File: config.mk
export PLATFORM = sky130hd
export DESIGN_NAME = can_registers_top
export DESIGN_NICKNAME = d
export VERILOG_FILES = /design/src/can_core_pkg.sv /design/src/can_reg_pkg.sv /design/src/can_registers_top.sv /design/src/can_reg_result.sv /design/src/can_reg_execute.sv /design/src/can_reg_decode.sv
export VERILOG_INCLUDE_DIRS = /design/src
export SDC_FILE = /design/constraint.sdc
export NUM_CORES = 1
export LEC_CHECK = 0
export ABC_AREA = 1
export BUFFER_PORTS_ARGS = -buffer_cell sky130_fd_sc_hd__buf_2
export CAP_MARGIN = 10
export CORE_ASPECT_RATIO = 1.2
export CORE_UTILIZATION = 45
export CTS_CLUSTER_SIZE = 20
export DETAILED_ROUTE_END_ITERATION = 12
export MAX_ROUTING_LAYER = met4
export PLACE_DENSITY_LB_ADDON = 0.05
export SYNTH_ARGS = -nofsm -noshare
export SYNTH_HDL_FRONTEND = slang
export SYNTH_HIERARCHICAL = 1
export SYNTH_SLANG_ARGS = --single-unit
File: constraint.sdc
create_clock -name clk -period 5.2 [get_ports clk]
set_input_delay 0.26 -clock clk [delete_from_list [all_inputs] [get_ports clk]]
set_output_delay 0.26 -clock clk [all_outputs]
set_load 0.01 [all_outputs]
File: src/can_params.svh
// Widths and reset values shared by the CAN register file and its testbench
// Include wherever a bus width or a register reset value is needed
`ifndef CAN_PARAMS_SVH
`define CAN_PARAMS_SVH

////////////////////
// Host port widths
////////////////////

// Register data width
`define CAN_DW 8

// Register address width
`define CAN_AW 8

////////////////////
// Register contents
////////////////////

// Error warning limit after power-up
`define CAN_EWL_RESET 8'd96

// Acceptance code bytes, same count for the mask bytes
`define CAN_ACC_BYTES 4

`endif
File: src/can_core_pkg.sv
// Signals exchanged between the register file and the CAN protocol engine
// Imported by modules that watch engine events or read the error counters
`include "can_params.svh"

package can_core_pkg;

  // Status and event inputs from the protocol engine
  typedef struct packed {
    // Bit timing and transmitter activity
    logic sample_point;
    logic transmitting;
    // Forces the controller back into reset mode
    logic set_reset_mode;
    // Bus state, shown in STATUS
    logic node_bus_off;
    logic error_status;
    logic transmit_status;
    logic receive_status;
    // Transmit and receive progress
    logic tx_successful;
    logic need_to_tx;
    logic overrun;
    logic info_empty;
    // One-cycle interrupt requests
    logic set_bus_error_irq;
    logic set_arbitration_lost_irq;
    // Error confinement state
    logic node_error_passive;
    logic node_error_active;
    // Transmit state and its delayed copy, falling edge ends a frame
    logic tx_state;
    logic tx_state_q;
  } core_evt_t;

  // Error counters kept by the engine, read back by the host
  typedef struct packed {
    logic [`CAN_DW-1:0] rx_err_cnt;
    logic [`CAN_DW-1:0] tx_err_cnt;
  } err_cnt_t;

endpackage

File: src/can_reg_pkg.sv
// Host-side register map and register contents of the CAN controller
// Imported by every register file module that decodes or holds registers
`include "can_params.svh"

package can_reg_pkg;

  // Byte addresses of the extended mode register map
  typedef enum logic [`CAN_AW-1:0] {
    MODE      = 8'd0,
    COMMAND   = 8'd1,
    STATUS    = 8'd2,
    IRQ       = 8'd3,
    IRQ_EN    = 8'd4,
    BTR0      = 8'd6,
    BTR1      = 8'd7,
    EWL       = 8'd13,
    RXERR     = 8'd14,
    TXERR     = 8'd15,
    ACC_CODE0 = 8'd16,
    ACC_CODE1 = 8'd17,
    ACC_CODE2 = 8'd18,
    ACC_CODE3 = 8'd19,
    ACC_MASK0 = 8'd20,
    ACC_MASK1 = 8'd21,
    ACC_MASK2 = 8'd22,
    ACC_MASK3 = 8'd23
  } can_addr_e;

  // Bit positions inside the command byte
  typedef enum logic [2:0] {
    TX_REQ  = 3'd0,
    ABORT   = 3'd1,
    RELEASE = 3'd2,
    CLR_OVR = 3'd3,
    SELF_RX = 3'd4
  } can_cmd_e;

  // Mode byte, reset_mode sits in bit 0
  typedef struct packed {
    logic acc_filter;
    logic self_test;
    logic listen_only;
    logic reset_mode;
  } mode_t;

  // BTR0 in the upper byte, BTR1 in the lower byte
  typedef struct packed {
    logic [1:0] sjw;
    logic [5:0] baud_presc;
    logic       triple_sampling;
    logic [2:0] tseg2;
    logic [3:0] tseg1;
  } bus_timing_t;

  // One strobe per writable register
  // mode_prot covers mode bits 3:1 and is kept as the top field
  typedef struct packed {
    logic                      mode_prot;
    logic                      mode;
    logic                      command;
    logic                      irq_en;
    logic                      btr0;
    logic                      btr1;
    logic                      ewl;
    logic                      rx_err_cnt;
    logic                      tx_err_cnt;
    logic [`CAN_ACC_BYTES-1:0] acc_code;
    logic [`CAN_ACC_BYTES-1:0] acc_mask;
  } reg_we_t;

  // Everything the host configures
  typedef struct packed {
    mode_t                                  mode;
    logic [`CAN_DW-1:0]                     irq_en;
    bus_timing_t                            timing;
    logic [`CAN_DW-1:0]                     ewl;
    logic [`CAN_ACC_BYTES-1:0][`CAN_DW-1:0] acc_code;
    logic [`CAN_ACC_BYTES-1:0][`CAN_DW-1:0] acc_mask;
  } cfg_t;

  // Live command outputs towards the protocol engine
  typedef struct packed {
    logic tx_request;
    logic abort_tx;
    logic release_buffer;
    logic clear_data_overrun;
    logic self_rx_request;
    logic single_shot;
  } cmd_t;

endpackage

File: src/can_registers_top.sv
// Top level of the CAN host register file
// Connects address decode, register execute and status/result stages
`timescale 1ns/1ps
`include "can_params.svh"

module can_registers_top
  import can_reg_pkg::*, can_core_pkg::*;
(
  input  logic               clk,
  input  logic               rst,
  // Host port, one cycle per access
  input  logic               re,
  input  logic               we,
  input  logic [`CAN_AW-1:0] addr_read,
  input  logic [`CAN_AW-1:0] addr_write,
  input  logic [`CAN_DW-1:0] data_in,
  output logic [`CAN_DW-1:0] data_out,
  output logic               irq_n,
  // Protocol engine side
  input  core_evt_t          evt,
  input  err_cnt_t           err_cnt,
  output cfg_t               cfg,
  output cmd_t               cmd,
  output logic               we_rx_err_cnt,
  output logic               we_tx_err_cnt
);

  reg_we_t reg_we;
  logic    read_irq;

  can_reg_decode u_decode (
    .clk        (clk),
    .rst        (rst),
    .we         (we),
    .re         (re),
    .addr_write (addr_write),
    .addr_read  (addr_read),
    .mode       (cfg.mode),
    .reg_we     (reg_we),
    .read_irq   (read_irq)
  );

  can_reg_execute u_execute (
    .clk           (clk),
    .rst           (rst),
    .data_in       (data_in),
    .reg_we        (reg_we),
    .evt           (evt),
    .cfg           (cfg),
    .cmd           (cmd),
    .we_rx_err_cnt (we_rx_err_cnt),
    .we_tx_err_cnt (we_tx_err_cnt)
  );

  can_reg_result u_result (
    .clk       (clk),
    .rst       (rst),
    .evt       (evt),
    .err_cnt   (err_cnt),
    .cfg       (cfg),
    .cmd       (cmd),
    .read_irq  (read_irq),
    .addr_read (addr_read),
    .data_out  (data_out),
    .irq_n     (irq_n)
  );

endmodule

File: src/can_reg_result.sv
// Status, interrupt flags and read-back mux of the CAN register file
// Watches engine events, drives irq_n and forms the host read data
`timescale 1ns/1ps
`include "can_params.svh"

module can_reg_result
  import can_reg_pkg::*, can_core_pkg::*;
(
  input  logic               clk,
  input  logic               rst,
  input  core_evt_t          evt,
  input  err_cnt_t           err_cnt,
  input  cfg_t               cfg,
  input  cmd_t               cmd,
  input  logic               read_irq,
  input  logic [`CAN_AW-1:0] addr_read,
  output logic [`CAN_DW-1:0] data_out,
  output logic               irq_n
);

  logic               reset_mode;
  // Delayed copies for edge detection
  logic               tx_successful_q;
  logic               overrun_q;
  logic               tx_buf_status_q;
  logic               error_status_q;
  logic               bus_off_q;
  logic               err_passive_q;
  // Status bits kept here
  logic               tx_complete;
  logic               tx_buf_status;
  logic               overrun_status;
  logic               rx_buf_status;
  // Interrupt flags
  logic               receive_irq;
  logic               transmit_irq;
  logic               error_irq;
  logic               overrun_irq;
  logic               err_passive_irq;
  logic               arb_lost_irq;
  logic               bus_error_irq;
  logic               irq;
  logic [`CAN_DW-1:0] status_byte;
  logic [`CAN_DW-1:0] irq_byte;

  assign reset_mode = cfg.mode.reset_mode;

  always_ff @(posedge clk or posedge rst)
  begin
    if (rst)
    begin
      tx_successful_q <= 1'b0;
      overrun_q       <= 1'b0;
      tx_buf_status_q <= 1'b1;
      error_status_q  <= 1'b0;
      bus_off_q       <= 1'b0;
      err_passive_q   <= 1'b0;
    end
    else
    begin
      tx_successful_q <= evt.tx_successful;
      overrun_q       <= evt.overrun;
      tx_buf_status_q <= tx_buf_status;
      error_status_q  <= evt.error_status;
      bus_off_q       <= evt.node_bus_off;
      err_passive_q   <= evt.node_error_passive;
    end
  end

  ////////////////////
  // Status bits
  ////////////////////

  always_ff @(posedge clk or posedge rst)
  begin
    if (rst)
    begin
      tx_complete    <= 1'b1;
      tx_buf_status  <= 1'b1;
      overrun_status <= 1'b0;
      rx_buf_status  <= 1'b0;
    end
    else
    begin
      // Done on a new success or an abort, pending on a request
      if ((evt.tx_successful & ~tx_successful_q) | cmd.abort_tx)
        tx_complete <= 1'b1;
      else if (cmd.tx_request)
        tx_complete <= 1'b0;
      // Buffer locked while a request is pending
      if (cmd.tx_request)
        tx_buf_status <= 1'b0;
      else if (reset_mode | ~evt.need_to_tx)
        tx_buf_status <= 1'b1;
      if (evt.overrun & ~overrun_q)
        overrun_status <= 1'b1;
      else if (reset_mode | cmd.clear_data_overrun)
        overrun_status <= 1'b0;
      if (reset_mode | cmd.release_buffer)
        rx_buf_status <= 1'b0;
      else if (~evt.info_empty)
        rx_buf_status <= 1'b1;
    end
  end

  ////////////////////
  // Interrupt flags
  ////////////////////

  // Enable bits follow the IRQ byte layout, bit 4 unused
  always_ff @(posedge clk or posedge rst)
  begin
    if (rst)
    begin
      receive_irq     <= 1'b0;
      transmit_irq    <= 1'b0;
      error_irq       <= 1'b0;
      overrun_irq     <= 1'b0;
      err_passive_irq <= 1'b0;
      arb_lost_irq    <= 1'b0;
      bus_error_irq   <= 1'b0;
    end
    else
    begin
      // Receive flag survives an IRQ read, only a release clears it
      if (~evt.info_empty & ~receive_irq & cfg.irq_en[0])
        receive_irq <= 1'b1;
      else if (reset_mode | cmd.release_buffer)
        receive_irq <= 1'b0;
      if (reset_mode | read_irq)
        transmit_irq <= 1'b0;
      else if (tx_buf_status & ~tx_buf_status_q & cfg.irq_en[1])
        transmit_irq <= 1'b1;
      // Any change of error or bus-off state
      if (((evt.error_status ^ error_status_q) | (evt.node_bus_off ^ bus_off_q)) &
          cfg.irq_en[2])
        error_irq <= 1'b1;
      else if (read_irq)
        error_irq <= 1'b0;
      if (evt.overrun & ~overrun_q & cfg.irq_en[3])
        overrun_irq <= 1'b1;
      else if (reset_mode | read_irq)
        overrun_irq <= 1'b0;
      // Entering passive, or leaving it back to active
      if (((evt.node_error_passive & ~err_passive_q) |
           (~evt.node_error_passive & err_passive_q & evt.node_error_active)) &
          cfg.irq_en[5])
        err_passive_irq <= 1'b1;
      else if (reset_mode | read_irq)
        err_passive_irq <= 1'b0;
      if (evt.set_arbitration_lost_irq & cfg.irq_en[6])
        arb_lost_irq <= 1'b1;
      else if (reset_mode | read_irq)
        arb_lost_irq <= 1'b0;
      if (evt.set_bus_error_irq & cfg.irq_en[7])
        bus_error_irq <= 1'b1;
      else if (reset_mode | read_irq)
        bus_error_irq <= 1'b0;
    end
  end

  assign irq = receive_irq | transmit_irq | error_irq | overrun_irq |
               err_passive_irq | arb_lost_irq | bus_error_irq;

  // High for at least one cycle after a read or release
  always_ff @(posedge clk or posedge rst)
  begin
    if (rst)
      irq_n <= 1'b1;
    else if (read_irq | cmd.release_buffer)
      irq_n <= 1'b1;
    else
      irq_n <= ~irq;
  end

  // The line only goes low behind a pending flag
  a_irq_has_source: assert property (
    @(posedge clk) disable iff (rst)
    !irq_n |-> $past(irq)
  );

  ////////////////////
  // Read-back
  ////////////////////

  assign status_byte = {evt.node_bus_off, evt.error_status, evt.transmit_status,
                        evt.receive_status, tx_complete, tx_buf_status,
                        overrun_status, rx_buf_status};
  assign irq_byte    = {bus_error_irq, arb_lost_irq, err_passive_irq, 1'b0,
                        overrun_irq, error_irq, transmit_irq, receive_irq};

  always_comb
  begin
    case (addr_read)
      MODE:   data_out = {4'b0000, cfg.mode};
      STATUS: data_out = status_byte;
      IRQ:    data_out = irq_byte;
      IRQ_EN: data_out = cfg.irq_en;
      BTR0:   data_out = {cfg.timing.sjw, cfg.timing.baud_presc};
      BTR1:   data_out = {cfg.timing.triple_sampling, cfg.timing.tseg2, cfg.timing.tseg1};
      EWL:    data_out = cfg.ewl;
      RXERR:  data_out = err_cnt.rx_err_cnt;
      TXERR:  data_out = err_cnt.tx_err_cnt;
      ACC_CODE0, ACC_CODE1, ACC_CODE2, ACC_CODE3:
        data_out = cfg.acc_code[addr_read[1:0]];
      ACC_MASK0, ACC_MASK1, ACC_MASK2, ACC_MASK3:
        data_out = cfg.acc_mask[addr_read[1:0]];
      // COMMAND and unmapped addresses
      default: data_out = '0;
    endcase
  end

endmodule

File: src/can_reg_execute.sv
// Configuration and command registers of the CAN register file
// Holds mode, enables, timing and filters, and the self-clearing commands
`timescale 1ns/1ps
`include "can_params.svh"

module can_reg_execute
  import can_reg_pkg::*, can_core_pkg::*;
(
  input  logic               clk,
  input  logic               rst,
  input  logic [`CAN_DW-1:0] data_in,
  input  reg_we_t            reg_we,
  input  core_evt_t          evt,
  output cfg_t               cfg,
  output cmd_t               cmd,
  output logic               we_rx_err_cnt,
  output logic               we_tx_err_cnt
);

  logic             reset_mode;
  // Raw command bits and their per-bit clear terms
  logic [SELF_RX:0] command;
  logic [SELF_RX:0] cmd_clr;
  logic             tx_request;
  logic             abort_tx;
  logic             self_rx_q;
  logic             single_shot_q;
  // End of the current frame
  logic             tx_done;

  assign reset_mode = cfg.mode.reset_mode;
  assign tx_done    = ~evt.tx_state & evt.tx_state_q;

  ////////////////////
  // Configuration
  ////////////////////

  always_ff @(posedge clk or posedge rst)
  begin
    if (rst)
    begin
      cfg                 <= '0;
      cfg.mode.reset_mode <= 1'b1;
      cfg.ewl             <= `CAN_EWL_RESET;
    end
    else
    begin
      // Bus-off from the engine wins over a host write
      if (evt.set_reset_mode)
        cfg.mode.reset_mode <= 1'b1;
      else if (reg_we.mode)
        cfg.mode.reset_mode <= data_in[0];
      if (reg_we.mode_prot)
        {cfg.mode.acc_filter, cfg.mode.self_test, cfg.mode.listen_only} <= data_in[3:1];
      if (reg_we.irq_en)
        cfg.irq_en <= data_in;
      if (reg_we.btr0)
        {cfg.timing.sjw, cfg.timing.baud_presc} <= data_in;
      if (reg_we.btr1)
        {cfg.timing.triple_sampling, cfg.timing.tseg2, cfg.timing.tseg1} <= data_in;
      if (reg_we.ewl)
        cfg.ewl <= data_in;
      for (int i = 0; i < `CAN_ACC_BYTES; i++)
      begin
        if (reg_we.acc_code[i])
          cfg.acc_code[i] <= data_in;
        if (reg_we.acc_mask[i])
          cfg.acc_mask[i] <= data_in;
      end
    end
  end

  // Counter writes are applied inside the engine
  assign we_rx_err_cnt = reg_we.rx_err_cnt;
  assign we_tx_err_cnt = reg_we.tx_err_cnt;

  ////////////////////
  // Command register
  ////////////////////

  always_comb
  begin
    // Transmit requests drop on the edge after a sample point
    cmd_clr[TX_REQ]  = reset_mode | (command[TX_REQ] & evt.sample_point);
    cmd_clr[SELF_RX] = reset_mode | (command[SELF_RX] & evt.sample_point);
    // Abort holds until it takes effect on the bus
    cmd_clr[ABORT]   = reset_mode |
                       (evt.sample_point & (tx_request | (abort_tx & ~evt.transmitting)));
    // Release and clear overrun are one-cycle pulses
    cmd_clr[RELEASE] = reset_mode | command[RELEASE] | command[CLR_OVR];
    cmd_clr[CLR_OVR] = reset_mode | command[RELEASE] | command[CLR_OVR];
  end

  always_ff @(posedge clk or posedge rst)
  begin
    if (rst)
      command <= '0;
    else
    begin
      for (int i = 0; i <= SELF_RX; i++)
      begin
        if (cmd_clr[i])
          command[i] <= 1'b0;
        else if (reg_we.command)
          command[i] <= data_in[i];
      end
    end
  end

  // Self reception counts as a transmit request
  assign tx_request = command[TX_REQ] | command[SELF_RX];
  assign abort_tx   = command[ABORT] & ~tx_request;

  // Side flags held until the frame ends
  always_ff @(posedge clk or posedge rst)
  begin
    if (rst)
    begin
      self_rx_q     <= 1'b0;
      single_shot_q <= 1'b0;
    end
    else
    begin
      if (command[SELF_RX] & ~command[TX_REQ])
        self_rx_q <= 1'b1;
      else if (tx_done)
        self_rx_q <= 1'b0;
      // Request plus abort in one write means single shot
      if (tx_request & command[ABORT] & evt.sample_point)
        single_shot_q <= 1'b1;
      else if (tx_done)
        single_shot_q <= 1'b0;
    end
  end

  always_comb
  begin
    cmd.tx_request         = tx_request;
    cmd.abort_tx           = abort_tx;
    cmd.release_buffer     = command[RELEASE];
    cmd.clear_data_overrun = command[CLR_OVR];
    cmd.self_rx_request    = self_rx_q;
    cmd.single_shot        = single_shot_q;
  end

  // The engine never sees abort and request together
  a_abort_vs_request: assert property (
    @(posedge clk) disable iff (rst)
    !(cmd.abort_tx && cmd.tx_request)
  );

endmodule

File: src/can_reg_decode.sv
// Host address decode of the CAN register file
// Turns a host write into per-register strobes and flags reads of IRQ
`timescale 1ns/1ps
`include "can_params.svh"

module can_reg_decode
  import can_reg_pkg::*;
(
  input  logic               clk,
  input  logic               rst,
  input  logic               we,
  input  logic               re,
  input  logic [`CAN_AW-1:0] addr_write,
  input  logic [`CAN_AW-1:0] addr_read,
  input  mode_t              mode,
  output reg_we_t            reg_we,
  output logic               read_irq
);

  // Write allowed to timing, limit, counter and filter registers
  logic prot_ok;

  assign prot_ok = mode.reset_mode;

  ////////////////////
  // Write decode
  ////////////////////

  always_comb
  begin
    reg_we = '0;
    if (we)
    begin
      case (addr_write)
        MODE:
        begin
          // Bit 0 always writable, bits 3:1 only in reset mode
          reg_we.mode      = 1'b1;
          reg_we.mode_prot = prot_ok;
        end
        COMMAND: reg_we.command = 1'b1;
        IRQ_EN:  reg_we.irq_en = 1'b1;
        BTR0:    reg_we.btr0 = prot_ok;
        BTR1:    reg_we.btr1 = prot_ok;
        EWL:     reg_we.ewl = prot_ok;
        RXERR:   reg_we.rx_err_cnt = prot_ok;
        TXERR:   reg_we.tx_err_cnt = prot_ok;
        // Low address bits select the filter byte
        ACC_CODE0, ACC_CODE1, ACC_CODE2, ACC_CODE3:
          reg_we.acc_code[addr_write[1:0]] = prot_ok;
        ACC_MASK0, ACC_MASK1, ACC_MASK2, ACC_MASK3:
          reg_we.acc_mask[addr_write[1:0]] = prot_ok;
        default: reg_we = '0;
      endcase
    end
  end

  ////////////////////
  // Read side
  ////////////////////

  // Reading IRQ clears flags in the result stage
  assign read_irq = re && (addr_read == IRQ);

  // Only one register is written per host cycle
  // mode_prot rides along with mode and is left out
  a_one_reg_we: assert property (
    @(posedge clk) disable iff (rst)
    $onehot0(reg_we[$bits(reg_we_t)-2:0])
  );

endmodule

==> flow_metrics.py, run 1 <==
metrics = {
    "yosys": {
        "syn_nets": 955,
        "ys_types": 31,
        "synth_cells": 894,
        "synth-seq-cells": 125,
        "yosysWarnings": 6,
        "synth_top_area_share_pct": 44.01,
        "ys_seq_area_share_pct": 46.75,
        "synthTopCellsByArea": "dfrtp_1 (44%), nand2_1 (16%), nand3_1 (5.9%)",
        "netlist_area_um2": 6710,
        "synth_top_area_cell": "dfrtp_1",
        "synth_edf_count": 0,
        "avgSynthCellArea_um2": 7.506,
        "async_flop_share_pct": 100.0,
        "synth_flop_cell": "dfrtp_1",
    },
    "placed_design": {
        "gp_congestion": 0.9104,
        "placed_area_um2": 7456,
        "place_hpwl_mm": 15.08,
        "portBuffers": 177,
    },
    "drt": {
        "routedWlPerCell_um": 16.46,
        "post-route-drc-count": 0,
        "vias": 6350,
        "maxUsedRoutingLayer": "met4",
        "first_pass_iters": 6,
        "via_per_inst": 5.012,
        "dr_wl_met3_mm": 1.465,
        "drtIter0Drc": 478,
        "ant_nets": 0,
        "wl_met2_mm": 10.14,
        "wl_met1_mm": 8.939,
        "routed_wl_mm": 20.86,
    },
    "sta": {
        "post-route-period-util_pct": 46.94,
        "hold_viol_final": 0,
        "rsz0062_at_grt": "no",
        "drv_slew": 0,
        "max_freq_mhz": 409.7,
        "relSlewSlack_pct": 28.81,
        "finalSetupViolations": 0,
        "finClkSkew_ns": 0.005344,
        "tightest_slew_ns": 1.064,
        "fin_crit_ns": 2.441,
        "tns_ns": 0,
    },
    "clock_tree": {
        "ctsLongestPathBuffers": 2,
        "clkTransAtPathRegs_ns": 0.06,
        "cts_resized": 0,
        "clk_latency_ns": 0.41,
        "htree_levels": 4,
        "cts_buffers": 17,
        "cts_tree": "done",
        "cts-root-buf": "clkbuf_16",
        "cts_sinks": 125,
    },
    "finish": {
        "final_cell_mix": "nand2_1 (293), buf_2 (177), dfrtp_1 (118)",
        "layout.nets": 1113,
        "stdcell_area_um2": 8153,
        "largest_reg_flops": 99,
        "syn2layout_area_growth_pct": 21.50,
        "final_common_cell": "nand2_1",
        "layout-drive-gt1-share_pct": 23.29,
        "top_register": "u_execute/cfg",
        "largestRegisters": "u_execute/cfg (99), u_execute/command (5)",
    },
    "floorplanning": {
        "fp-row-count": 48,
        "start_util_pct": 46.36,
        "core_area_um2": 14470,
        "die_x_um": 113.5,
        "dieArea_um2": 15410,
        "ioPinCount": 178,
        "die_h_um": 135.8,
    },
    "critical_path": {
        "cp-startpoint": "addr_read[7]",
        "r2r_end": "u_execute/cfg[58]",
        "cp-end-kind": "output port",
        "required_ns": 4.94,
        "crit_top_cell": "nor2_1",
        "arrival_ns": 2.18,
        "r2r_setup_slack_ns": 3.15,
        "r2r.worst_path.cells": 3,
        "cp_slowest_cell": "and2_2",
        "cp_max_fo": 64,
        "worstPathCellList": "buf_2 -> nor2_1 -> and2_2 -> nand2_1 -> nor2_1 -> nor2_1 -> nand3_1 -> buf_2",
        "worstSetupStartpointType": "input port",
        "slowest_delay_ns": 0.86,
        "r2r_start": "u_execute/reset_mode",
        "crit_type": "in -> out",
    },
    "power_and_ir_drop": {
        "power_mw": 2.697,
        "powerDensity_nw_per_um2": 330.8,
        "p_leak_nw": 4.440,
        "ir_drop_mv": 0.2110,
    },
    "grt": {
        "overflow": 0,
        "grt_usage_pct": 28.88,
        "grt_max_degree": 65,
        "grt_pass1_wl_mm": 32.26,
        "antenna_found_initial": 2,
        "grt_pass1_vias": 5717,
    },
    "worst_hold_path": {
        "holdPathEnd": "u_result/error_status_q",
        "min-delay-start": "evt[12]",
        "min_path_cells": 1,
        "timing.hold.worst.class": "in -> reg",
    },
    "run_status": {
        "status": "completed",
    },
    "job": {
        "drv_cap": 0,
    },
}
==> metrics by stage <==
stage | hold slack [ns] | cells | util [%] | setup slack, ns
2_1_floorplan | 0.1957 | 894 | - | 2.128
3_3_place_gp | 0.3829 | 1227 | 51.51 | 2.796
3_5_place_dp | 0.3846 | 1227 | 51.51 | 2.787
4_1_cts | 0.003863 | 1264 | 56.22 | 2.785
5_1_grt | 0.01137 | 1267 | 56.33 | 2.551
6_report | 0.01528 | 1267 | 56.33 | 2.759
==> where the power goes <==
part           switching [mW]  internal, mW
sequential             0.0660          1.04
combinational           0.201         0.113
clock                   0.459         0.815
total                   0.726          1.97
==> cells in the mapped netlist, types with 2 or more instances <==
master	n
nor2_2	5
nand3_1	79
a21oi_1	42
inv_2	2
nand2_1	293
buf_2	12
dfrtp_1	118
nor2_4	9
nand3b_1	4
inv_1	96
nor2_1	86
xor2_1	2
nand3_2	2
buf_4	11
nand4_1	6
nand2_2	3
nor3_1	6
o21ai_0	75
buf_6	25
dfstp_2	7
==> worst max-delay path, delay by kind of cell <==
family        cells  cell delay, ns
simple gates      6            1.67
buf+inv           2            0.25
==> worst max-delay path by stage <==
stage	end	slack, ns
5_1_grt	data_out[3]	2.55
6_report	data_out[1]	2.76
4_1_cts	data_out[1]	2.78
3_5_place_dp	data_out[1]	2.79
2_1_floorplan	u_execute/cfg[0]	2.13
3_3_place_gp	data_out[1]	2.80
==> per-layer routing <==
metal	global-route usage, %	vias up
li1	-	3131
met1	37.87	2964
met2	45.29	237
met3	6.130	18
met4	7.968	0
met5	-	-
==> cell families after synthesis <==
kind of cell           Yosys count  share of synthesized area (%)
AND/OR/NAND/NOR                499                          31.90
buffers and inverters          148                          12.03
flip-flops                     125                          46.75
AO/OA/AOI/OAI                  120                          9.062
XOR/XNOR                         2                         0.2611
==> timing repair <==
action	4_1_cts	5_1_grt
buffers inserted	0	0
hold buffers	5	1
endpoints found under the hold margin	48	1
==> final cells by class <==
cell class	instances	area (µm²)
Timing Repair Buffer	187	975.9
Tap cell	200	250.2
Antenna cell	2	5.005
Clock inverter	14	192.7
Multi-Input combinational cell	621	2768
Fill cell	1463	6321
Clock buffer	18	439.2
Sequential cell	125	3137
Inverter	100	385.4
Note: power is estimated with default switching activity, not from simulation.
==> run 2: changes to the inputs <==
==> constraint.sdc (replaced) <==
create_clock -name clk -period 2.11 [get_ports clk]
set_input_delay 0.1055 -clock clk [delete_from_list [all_inputs] [get_ports clk]]
set_output_delay 0.1055 -clock clk [all_outputs]
set_load 0.01 [all_outputs]
==> flow_metrics.py, run 2 (same netlist as run 1, synthesis figures left out) <==
metrics = {
    "critical_path": {
        "arrival_ns": 2.06,
        "cp_top_family": "buffers and inverters",
        "worstSetupStartpointType": "input port",
        "worstPathCellList": "dlygate4sd3_1 -> buf_2 -> o21ai_0 -> dlygate4sd3_1 -> nand2_1 -> dlygate4sd3_1",
        "cp_num_cells": 6,
        "cp-startpoint": "evt[1]",
        "r2r.worst_path.cells": 4,
        "cp_num_buf_inv": 4,
        "required_ns": 2.40,
        "crit_top_cell": "dlygate4sd3_1",
        "r2r_start": "u_execute/single_shot_q",
        "cp_max_fo": 2,
        "cp-end-kind": "flop",
        "crit_type": "in -> reg",
        "slowest_delay_ns": 0.56,
        "cp_slowest_cell": "dlygate4sd3_1",
    },
    "drt": {
        "drtIter0Drc": 544,
        "via_per_inst": 4.949,
        "routedWlPerCell_um": 16.36,
        "post-route-drc-count": 0,
        "ant_nets": 0,
        "first_pass_iters": 5,
        "routed_wl_mm": 21.15,
        "vias": 6399,
    },
    "finish": {
        "final_common_cell": "nand2_1",
        "top_register": "u_execute/cfg",
        "multi_input_area_um2": 2768,
        "final_cell_mix": "nand2_1 (293), buf_2 (177), dfrtp_1 (118)",
        "stdcell_area_um2": 8367,
        "largest_reg_flops": 99,
        "regArea_um2": 3137,
        "layout-drive-gt1-share_pct": 23.97,
        "n_fill_cell": 1459,
        "largestRegisters": "u_execute/cfg (99), u_execute/command (5)",
        "layout.nets": 1137,
        "syn2layout_area_growth_pct": 24.69,
    },
    "sta": {
        "tns_ns": 0,
        "max_freq_mhz": 567.6,
        "rsz0062_at_grt": "no",
        "tightest_slew_ns": 0.7073,
        "fin_crit_ns": 1.762,
        "fin_hold_ws_ns": 0.01729,
        "finClkSkew_ns": 0.005048,
        "drv_slew": 0,
        "hold_viol_final": 0,
        "post-route-period-util_pct": 83.49,
        "fin_ws_ns": 0.3483,
        "finalSetupViolations": 0,
        "relSlewSlack_pct": 52.80,
    },
    "power_and_ir_drop": {
        "p_leak_nw": 4.552,
        "ir_drop_mv": 0.4596,
        "powerDensity_nw_per_um2": 781.9,
    },
    "clock_tree": {
        "htree_levels": 4,
        "cts_tree": "done",
        "clkTransAtPathRegs_ns": 0.06,
        "cts_setup_buffers": 0,
        "cts_resized": 0,
        "cts_buffers": 17,
        "holdBufCountCts": 17,
        "clk_latency_ns": 0.42,
        "ctsLongestPathBuffers": 2,
        "cts-root-buf": "clkbuf_16",
        "cts_sinks": 125,
    },
    "grt": {
        "antenna_found_initial": 3,
        "grt_pass1_vias": 5896,
        "use_met2_pct": 45.93,
        "grt_usage_pct": 29.22,
        "grt_use_met1_pct": 38.40,
        "grt-busiest-layer": "met2",
        "overflow": 0,
        "met3_usage_pct": 6.085,
        "grt_pass1_wl_mm": 32.77,
        "grt_max_degree": 108,
    },
    "worst_hold_path": {
        "min_path_cells": 3,
        "timing.hold.worst.class": "in -> reg",
        "min-delay-start": "evt[2]",
    },
    "placed_design": {
        "dp_slack_ns": 0.5247,
        "gp_congestion": 0.9215,
        "placed_area_um2": 7580,
        "portBuffers": 177,
        "place_hpwl_mm": 15.37,
    },
    "floorplanning": {
        "die_x_um": 113.5,
        "fp-row-count": 48,
        "start_util_pct": 46.36,
        "dieArea_um2": 15410,
        "ioPinCount": 178,
        "die_h_um": 135.8,
        "core_area_um2": 14470,
    },
    "run_status": {
        "status": "completed",
    },
    "job": {
        "drv_cap": 0,
    },
}
[run 2: cell count changes in the layout (fill, tap and decap cells not counted), moves of 2 or more]
cell           previous run  this run
dlygate4sd3_1             6        17
buf_4                     4        15
diode_2                   2         4
buf_12                    0         2
[run 2: worst paths after layout]
| kind | to | slack, ns |
|---|---|---|
| min in group asynchronous | u_execute/command[3] | 0.35 |
| max in group asynchronous | u_execute/cfg[20] | 1.20 |
| worst min-delay path | u_result/err_passive_irq | 0.02 |
| worst max register to register | u_execute/single_shot_q | 0.42 |
| worst min register to register | u_result/tx_buf_status_q | 0.39 |
| worst max-delay path | u_execute/single_shot_q | 0.35 |
[run 2: cell type report]
class / count / area share (%)
diodes: 4 / 0.1196
clock buffers: 18 / 5.249
clock inverters: 14 / 2.004
inverters: 100 / 4.621
multi-input cells: 621 / 33.08
flip-flops and latches: 125 / 37.49
well taps: 200 / 2.991
repair buffers: 211 / 14.45
[run 2: stage by stage]
step | std cells | power (mW) | util (%)
4_1_cts | 1289 | 6.594 | 57.74
3_5_place_dp | 1240 | 3.556 | 52.37
6_report | 1293 | 6.542 | 57.81
2_1_floorplan | 894 | 3.169 | -
5_1_grt | 1292 | 6.818 | 57.79
3_3_place_gp | 1240 | 3.547 | 52.37
[run 2: worst register-to-register path: cells and delay by family, from the launching register on]
family	cells	cell delay (ns)
buf+inv	2	1.10
compound gates	1	0.06
simple gates	1	0.05
flops	1	0.37
[run 2: where the power goes]
group          internal, mW  switching (mW)
logic                 0.295           0.499
registers              2.57           0.170
clock network          1.89            1.12
[run 2: routing by layer]
metal / wire length (µm) / up-vias / part of all wire, %
li1: - / 3180 / -
met1: 9349 / 2954 / 44
met2: 10140 / 242 / 48
met3: 1347 / 23 / 6.4
met4: 311 / 0 / 1.5
met5: 0 / - / 0
==> run 3: changes to the inputs <==
==> constraint.sdc (replaced) <==
create_clock -name clk -period 1.6 [get_ports clk]
set_input_delay 0.08 -clock clk [delete_from_list [all_inputs] [get_ports clk]]
set_output_delay 0.08 -clock clk [all_outputs]
set_load 0.01 [all_outputs]
==> flow_metrics.py, run 3 (same netlist as run 1, synthesis figures left out) <==
metrics = {
    "drt": {
        "post-route-drc-count": 0,
        "via_per_inst": 5.025,
        "ant_nets": 0,
        "drtIter0Drc": 486,
        "routed_wl_mm": 22.17,
        "routedWlPerCell_um": 16.51,
        "vias": 6748,
        "first_pass_iters": 5,
    },
    "floorplanning": {
        "core_area_um2": 14470,
        "dieArea_um2": 15410,
        "fp-row-count": 48,
        "die_h_um": 135.8,
        "die_x_um": 113.5,
        "ioPinCount": 178,
        "start_util_pct": 46.36,
    },
    "sta": {
        "tightest_slew_ns": 0.7297,
        "post-route-period-util_pct": 102.7,
        "hold_viol_final": 0,
        "rsz0062_at_grt": "yes",
        "fin_crit_ns": 1.644,
        "finalSetupViolations": 19,
        "finClkSkew_ns": 0.005667,
        "drv_slew": 0,
        "relSlewSlack_pct": 51.30,
        "tns_ns": -0.2672,
        "fin_ws_ns": -0.04373,
        "max_freq_mhz": 608.4,
    },
    "critical_path": {
        "crit_type": "reg -> out",
        "required_ns": 1.52,
        "arrival_ns": 1.56,
        "worstSetupStartpointType": "flop",
        "crit_top_cell": "nand2_1",
        "cp_num_buf_inv": 1,
        "slowest_delay_ns": 0.42,
        "cp-end-kind": "output port",
        "cp_max_fo": 3,
        "cp_slowest_cell": "dfrtp_1",
        "worstPathCellList": "nand2_1 -> nand2_1 -> nand2_1 -> nand2_1 -> nand2_2 -> nand2_2 -> nor2_2 -> nand3_1 -> buf_2",
        "cp_top_family": "simple AND/OR/NAND/NOR gates",
    },
    "finish": {
        "largest_reg_flops": 99,
        "instances_no_fill": 1343,
        "layout-drive-gt1-share_pct": 32.63,
        "largestRegisters": "u_execute/cfg (99), u_execute/command (5)",
        "top_register": "u_execute/cfg",
        "final_common_cell": "nand2_1",
        "syn2layout_area_growth_pct": 36.02,
        "n_fill_cell": 1384,
        "final_cell_mix": "nand2_1 (265), buf_2 (177), dfrtp_1 (118)",
        "final_core_util_pct": 63.06,
        "layout.nets": 1188,
    },
    "power_and_ir_drop": {
        "p_leak_nw": 4.891,
        "ir_drop_mv": 0.7690,
        "powerDensity_nw_per_um2": 1002,
    },
    "run_status": {
        "violations": "setup timing",
        "status": "finished with violations",
    },
    "worst_hold_path": {
        "timing.hold.worst.class": "in -> reg",
    },
    "clock_tree": {
        "clk_latency_ns": 0.41,
        "htree_levels": 4,
        "cts-root-buf": "clkbuf_16",
        "cts_tree": "done",
        "ctsLongestPathBuffers": 2,
        "cts_buffers": 17,
        "clkTransAtPathRegs_ns": 0.06,
        "cts_sinks": 125,
    },
    "grt": {
        "grt_pass1_wl_mm": 33.26,
        "grt_usage_pct": 29.63,
        "grt_pass1_vias": 6208,
        "overflow": 0,
        "antenna_found_initial": 2,
        "grt_max_degree": 60,
    },
    "job": {
        "drv_cap": 0,
    },
    "placed_design": {
        "dp.cells": 1248,
        "portBuffers": 177,
        "place_hpwl_mm": 15.29,
        "gp_congestion": 0.9968,
    },
}
[run 3: changes by cell type in the layout (fill, tap and decap cells not counted), moves of 6 or more]
cell | previous run | this run
a21oi_1 | 42 | 36
a21oi_2 | 0 | 6
buf_4 | 15 | 51
buf_6 | 0 | 11
nand2_1 | 293 | 265
nand2_2 | 3 | 30
nor2_1 | 86 | 74
nor2_2 | 5 | 11
nor2_4 | 9 | 15
o21ai_0 | 75 | 60
o21ai_2 | 0 | 10
[run 3: final timing paths]
path,slack (ns),cells after the start,start,end
setup / recovery,-0.04,9,u_execute/cfg[40],data_out[0]
hold / removal,0.03,3,data_in[1],u_execute/cfg[81]
setup reg to reg,-0.02,7,u_execute/reset_mode,u_execute/cfg[86]
hold reg to reg,0.40,0,u_result/tx_buf_status,u_result/tx_buf_status_q
max in group asynchronous,0.77,3,rst,u_result/rx_buf_status
min in group asynchronous,0.33,4,rst,u_execute/single_shot_q
[run 3: what timing repair did]
action	CTS	global route
setup endpoints to repair	10	88
hold endpoints to repair	136	0
buffers inserted	26	13
hold buffers	18	0
gates resized for setup	15	92
gates cloned	0	3
pin swaps	10	16
[run 3: metal layers]
layer  part of all wire (%)  track usage [%]  up-vias
met5                      0                -        -
li1                       -                -     3278
met3                    6.4            6.667       34
met4                    2.3            11.55        0
met1                     43            37.48     3166
met2                     49            46.17      270
[run 3: area by class of cell]
class                   instances  area [µm²]  area share [%]
diodes                          3       7.507         0.08225
clock buffers                  22       474.2           5.195
clock inverters                10       185.2           2.029
inverters                     100       390.4           4.277
multi-input cells             621        3020           33.09
flip-flops and latches        125        3137           34.37
well taps                     200       250.2           2.742
repair buffers                262        1663           18.22
[run 3: stage by stage]
step	hold WS (ns)	cell area, µm²	total power, mW	worst slack, ns
6_report	0.03148	9128	9.146	-0.04373
5_1_grt	0.02785	9125	9.502	-0.1279
4_1_cts	0.02088	8750	9.130	-0.04203
3_5_place_dp	0.2096	7667	4.695	0.08947
3_3_place_gp	0.2016	7667	4.683	0.1065
2_1_floorplan	0.01565	6729	4.181	0.01145
[run 3: where the power goes]
group / switching, mW / internal (mW)
combinational: 0.752 / 0.515
clock: 1.41 / 2.89
sequential: 0.190 / 3.39
[run 3: tightest hold or removal path, cell delays in order]
cell and delay [ns]:
buf_2 0.08, inv_1 0.11, a21oi_2 0.14
